--- config.mk ---
export PLATFORM = sky130hd
export DESIGN_NAME = layer_sequencer
export DESIGN_NICKNAME = d
export VERILOG_FILES = /design/src/scroll_pkg.sv /design/src/layer_sequencer.sv
export SDC_FILE = /design/constraint.sdc
export NUM_CORES = 1
export LEC_CHECK = 0
export BUFFER_PORTS_ARGS = -buffer_cell sky130_fd_sc_hd__buf_2
export CAP_MARGIN = 25
export CELL_PAD_IN_SITES_DETAIL_PLACEMENT = 0
export CELL_PAD_IN_SITES_GLOBAL_PLACEMENT = 1
export CORE_MARGIN = 2
export CORE_UTILIZATION = 29
export DETAILED_ROUTE_END_ITERATION = 16
export GPL_ROUTABILITY_DRIVEN = 0
export PLACE_DENSITY_LB_ADDON = 0.1
export SYNTH_ARGS = -nofsm -noshare
export SYNTH_HDL_FRONTEND = slang
export SYNTH_SLANG_ARGS = --single-unit
export TNS_END_PERCENT = 10
--- constraint.sdc ---
create_clock -name clk -period 4.35 [get_ports clk]
set_input_delay 0.6525 -clock clk [delete_from_list [all_inputs] [get_ports clk]]
set_output_delay 0.6525 -clock clk [all_outputs]
set_load 0.005 [all_outputs]
--- src/scroll_pkg.sv ---
/*
 * Shared types and constants for the three-layer scroll renderer.
 * Holds the layer and fetch-state enums, the screen geometry and the
 * per-layer tile size. Modules pull it in with a wildcard import.
 */
package scroll_pkg;

    // Layer being rendered, one pass per layer
    typedef enum logic [1:0] {
        layer_1,
        layer_2,
        layer_3
    } layer_t;

    // tile_fetch FSM
    typedef enum logic [2:0] {
        fetch_idle,
        fetch_code,   // tilemap code word
        fetch_attr,   // tilemap attribute word
        fetch_hand,   // waiting to hand the tile over
        fetch_done
    } fetch_state_t;

    localparam int screen_width  = 512;   // hdump range, one buffer half
    localparam int active_start  = 64;
    localparam int active_end    = 447;
    localparam int active_pixels = 384;
    localparam int map_tiles     = 64;    // tiles per map row and column

    localparam logic [8:0] blank_pixel       = 9'h1ff;
    localparam logic [3:0] transparent_color = 4'hf;

    // Tile edge in pixels for each layer
    function automatic int unsigned tile_size(layer_t l);
        case (l)
            layer_1: return 8;
            layer_2: return 16;
            default: return 32;
        endcase
    endfunction

endpackage
--- src/layer_sequencer.sv ---
/*
 * Render sequencer. Accepts start edges outside pre-vblank, swaps the
 * line buffer halves and runs one pass per layer, loading that layer's
 * scroll registers and VRAM base before each pass.
 */
module layer_sequencer import scroll_pkg::*; (
    input  logic        clk,
    input  logic        rst,
    input  logic        start,
    input  logic        preVB,
    input  logic [15:0] vram1_base,
    input  logic [15:0] vram2_base,
    input  logic [15:0] vram3_base,
    input  logic [15:0] hpos1,
    input  logic [15:0] hpos2,
    input  logic [15:0] hpos3,
    input  logic [15:0] vpos1,
    input  logic [15:0] vpos2,
    input  logic [15:0] vpos3,
    input  logic        layer_done,
    output layer_t      layer,
    output logic        layer_start,
    output logic        abort,
    output logic [15:0] hpos,
    output logic [15:0] vpos,
    output logic [15:0] vram_base,
    output logic        rd_half,
    output logic        wr_half,
    output logic        line_done
);

    logic last_start;
    logic req;          // render queued
    logic busy;
    logic accept;

    assign accept = start && !last_start && !preVB;

    always_ff @(posedge clk or posedge rst) begin
        if (rst) begin
            last_start  <= 1'b0;
            req         <= 1'b0;
            busy        <= 1'b0;
            layer       <= layer_1;
            layer_start <= 1'b0;
            abort       <= 1'b0;
            line_done   <= 1'b0;
            rd_half     <= 1'b0;
            wr_half     <= 1'b1;
        end else begin
            last_start  <= start;
            layer_start <= 1'b0;
            abort       <= 1'b0;
            line_done   <= 1'b0;
            if (req && !busy) begin
                req         <= 1'b0;
                busy        <= 1'b1;
                wr_half     <= ~wr_half;
                layer       <= layer_1;
                layer_start <= 1'b1;
                hpos        <= hpos1;
                vpos        <= vpos1;
                vram_base   <= vram1_base;
            end else if (busy && layer_done) begin
                case (layer)
                    layer_1: begin
                        layer       <= layer_2;
                        layer_start <= 1'b1;
                        hpos        <= hpos2;
                        vpos        <= vpos2;
                        vram_base   <= vram2_base;
                    end
                    layer_2: begin
                        layer       <= layer_3;
                        layer_start <= 1'b1;
                        hpos        <= hpos3;
                        vpos        <= vpos3;
                        vram_base   <= vram3_base;
                    end
                    default: begin
                        busy      <= 1'b0;     // whole line rendered
                        line_done <= 1'b1;
                    end
                endcase
            end
            // A new line cancels whatever is still running
            if (accept) begin
                req         <= 1'b1;
                rd_half     <= ~rd_half;
                abort       <= 1'b1;
                busy        <= 1'b0;
                layer_start <= 1'b0;
            end
        end
    end

endmodule

==> impl_summary.txt <==
----------------------------------------------------
[Clock network]
  TritonCTS clock tree ... done
  Clock buffer count from CTS ... 9
  CTS sink count ... 58
  Root buffer cell ... clkbuf_8
  Largest buffer count on any clock path ... 2
  Setup repair bufs after CTS ... 0
  Number of H-tree levels ... 3
  Clock-pin slew reported for the worst setup and hold paths after clock tree synthesis ... 70 ps
  Number of hold buffers added after cts ... 0
  Resized cells post-CTS ... 0
  Insertion delay of the later-clocked pin in the worst-skew pair ... between 300 and 400 ps

[Place]
  Detailed Place HPWL ... 5.64 mm
  IO Port Bufs ... 203
  Pre-CTS setup slack ... 1980 ps

[Global routing]
  Most utilized layer in the global route result ... met2
  Via count of the first global-routing pass ... ~2300
  Global route overflow ... 0
  Maximum number of pins on one net before global-route repair ... 101
  Number of antenna violations at the first check in global routing ... 0
  Met3 track demand over resource ... 0.0447
  Met1 Usage GRT ... 0.144
  First-pass GRT wire length ... 10.8 mm
  All-Layer GR Usage ... 0.139
  Met2 usage ... 0.250

[Floorplanning]
  Vertical die dimension ... ~100 um
  Initial Util ... 0.294
  Die Outline Area ... 10600 um2
  Area of the placeable core ... 9640 um2
  Top-Level Pins ... approximately 200
  DIE WIDTH ... 103 um
  Row count ... 36

[Drt]
  Remaining DRCs ... 0
  Number of nets still failing antenna checks after routing ... 0
  Per-cell via count in the routed design ... approximately 4.3
  Router iterations before antenna repair ... 4
  Initial DRC count ... 75
  Total via count in the routed design ... between 2000 and 2500
  Wire per inst ... 13.6 um
  Final routed wirelength across all metal layers ... slightly below 8 mm

[Critical path]
  Critical Path Start Type ... flip-flop
  Reg-to-reg setup timing slack ... 2060 ps
  Reg2Reg Capture Point ... vpos[5]$_DFFE_PP_
  Maximum fanout encountered on the critical timing path ... 25
  Slowest stage cell, crit path ... nor2b_4
  Arrival @ worst endpoint ... 2370 ps
  Setup crit end kind ... flip-flop
  Buffering stage count on the worst path with inverters included ... 1
  Delay of the slowest cell on the worst path ... 720 ps
  Cell chain of the critical path ... nor2b_4 -> buf_4 -> mux2i_1 -> a21oi_1
  Crit path kind ... flip-flop to flip-flop
  Beginning of the worst register-to-register path ... layer[1]$_DFFE_PP0P_
  Number of cells on the worst reg-to-reg path ... 4
  Worst endpoint required time ... between 4000 and 5000 ps
  CP top delay family ... simple AND/OR/NAND/NOR gates

[Timing]
  Accumulated negative setup slack ... 0 ps
  Setup skew after layout ... 9.07 ps
  Maximum operating frequency ... 436 MHz
  Final critical-path share of the clock period ... 0.527
  Max Transition Viols Final ... 0
  Worst-margin pin slew ... 883 ps
  Crit path setup slack, layout ... 2060 ps
  Hold violation count in the final report ... 0
  Unrepaired setup endpoints after global routing ... false
  Post-layout min period ... 2290 ps
  Worst rel slew slack ... 0.410
  Number of endpoints failing setup at the final stage ... 0

[Run]
  Max-cap violation count ... 0

[Yosys]
  Post-synthesis instance area ... between 2000 and 3000 um2
  Average footprint of a synthesized cell ... 11.9 um2
  Post-synthesis sequential element count ... between 50 and 60
  Post-synthesis sequential area ratio ... 0.597
  Count of distinct cell types in the synthesized netlist ... 22
  Post-Synthesis Net Count ... about 390
  Number of cells produced by synthesis ... ~240
  Number of warning messages in the yosys log ... 0

[Power and ir drop]
  Clk network pwr share ... 0.240
  Power per cell area ... slightly above 500 nW/um2
  Internal power summed over all cells ... approximately 1.5 mW
  Leakage component of the power ... 1.92 nW
  Part of the power in registers ... 0.399
  Max VDD drop ... 0.328 mV
  Switch share ... 0.321
  Part of the power in combinational logic ... 0.361
  Switching power ... between 0.6 and 0.7 mW

[Worst hold path]
  Classification of the worst-slack hold path ... input pin to asynchronous set/reset pin

[Outcome]
  Run status ... finished clean

[Cells and area]
  Fraction of final layout cells sized beyond drive strength 1 ... 0.510
  Total Nets Final ... 587
  Area growth, synth to finish ... 46.9%
  Diodes inserted ... 0

----------------------------------------------------
[worst max-delay path by stage]
| stage | endpoint | startpoint | depth (start not counted) | slack [ps] |
|---|---|---|---|---|
| finish | vpos[5]$_DFFE_PP_ | layer[1]$_DFFE_PP0P_ | 4 | 2060 |
| global route | vpos[14]$_DFFE_PP_ | layer[0]$_DFFE_PP0P_ | 4 | 1900 |
| CTS | vpos[0]$_DFFE_PP_ | layer[1]$_DFFE_PP0P_ | 4 | 1970 |
| detailed placement | vpos[0]$_DFFE_PP_ | layer[1]$_DFFE_PP0P_ | 4 | 1980 |
| global placement | vpos[2]$_DFFE_PP_ | busy$_DFFE_PP0P_ | 3 | 2020 |
| floorplan | hpos[0]$_DFFE_PP_ | busy$_DFFE_PP0P_ | 4 | 670 |
[worst register-to-register path, stage by stage, from the launching register on]
cell	delay (ps)
dfrtp_1	450
nor2b_4	720
buf_4	520
mux2i_1	260
a21oi_1	80
[synthesized netlist by cell type, drive strengths merged]
| cell type | count | area (um2) |
|---|---|---|
| a21oi | 52 | 260 |
| nor2 | 50 | 188 |
| edfxtp | 48 | 1440 |
| mux2i | 48 | 480 |
| buf | 12 | 113 |
| dfrtp | 9 | 225 |
| clkbuf | 5 | 18.8 |
| inv | 2 | 7.51 |
| a21o | 1 | 7.51 |
| and3 | 1 | 6.26 |
| dfstp | 1 | 26.3 |
| nand2b | 1 | 6.26 |
| nand3 | 1 | 5.00 |
| nand3b | 1 | 7.51 |
| nor2b | 1 | 6.26 |
| nor3 | 1 | 5.00 |
| nor3b | 1 | 7.51 |
| o21ai | 1 | 5.00 |
| xnor2 | 1 | 8.76 |
| xor2 | 1 | 8.76 |
[area by class of cell]
type	count	area [um2]
clock inverters	4	30.0
inverters	2	7.51
flip-flops and latches	58	1690
repair buffers	206	1050
fillers	988	5480
well taps	133	166
multi-input cells	161	1030
clock buffers	12	188
[power groups by stage]
| stage | clock network [mW] | logic [mW] | registers, mW |
|---|---|---|---|
| after global placement | 0 | 0.781 | 0.870 |
| after detailed placement | 0 | 0.792 | 0.875 |
| final | 0.519 | 0.781 | 0.863 |
| after floorplan | 0 | 0.546 | 0.893 |
| after global routing | 0.561 | 0.866 | 0.880 |
| after CTS | 0.539 | 0.793 | 0.865 |
[stage by stage]
stage / util / instance area (um2) / hold slack [ps] / cells / power, mW
2_1_floorplan: - / 2830 / 437 / 238 / 1.44
3_3_place_gp: 0.407 / 3930 / 457 / 559 / 1.65
3_5_place_dp: 0.407 / 3930 / 452 / 559 / 1.67
4_1_cts: 0.430 / 4140 / 299 / 575 / 2.20
5_1_grt: 0.432 / 4160 / 320 / 576 / 2.31
6_report: 0.432 / 4160 / 300 / 576 / 2.16
[logic make-up after synthesis]
group,count (synthesis),synth area share
buf+inv,19,0.0490
compound gates,54,0.0962
flops,58,0.597
xor+xnor,2,0.00618
mux,48,0.170
simple gates,57,0.0817
[sequential cells by signal, summed over array words and instances, names as in the netlist, 2 cells and up]
signal	cells
hpos	16
layer	2
vpos	16
vram_base	16
[metal layers]
layer | up-vias | part of all wire
li1 | 1258 | -
met1 | 1122 | 0.37
met2 | 108 | 0.52
met3 | 11 | 0.091
met4 | 0 | 0.018
met5 | - | 0
[layout by cell type (no fill, tap or decap)]
cell,n
buf_4,2
clkbuf_16,2
clkbuf_8,10
dfstp_2,1
inv_1,2
a21o_1,1
nand3_1,1
buf_2,203
xor2_1,1
mux2i_1,48
nor2b_4,1
nand3b_1,1
a21oi_4,1
nor3_1,1
o21ai_0,1
clkinvlp_4,4
nand2b_4,1
a21oi_1,51
buf_12,1
dfrtp_1,9
nor2_1,50
xnor2_1,1
edfxtp_1,48
and3_1,1
nor3b_1,1
(Power assumes the default switching activity.)
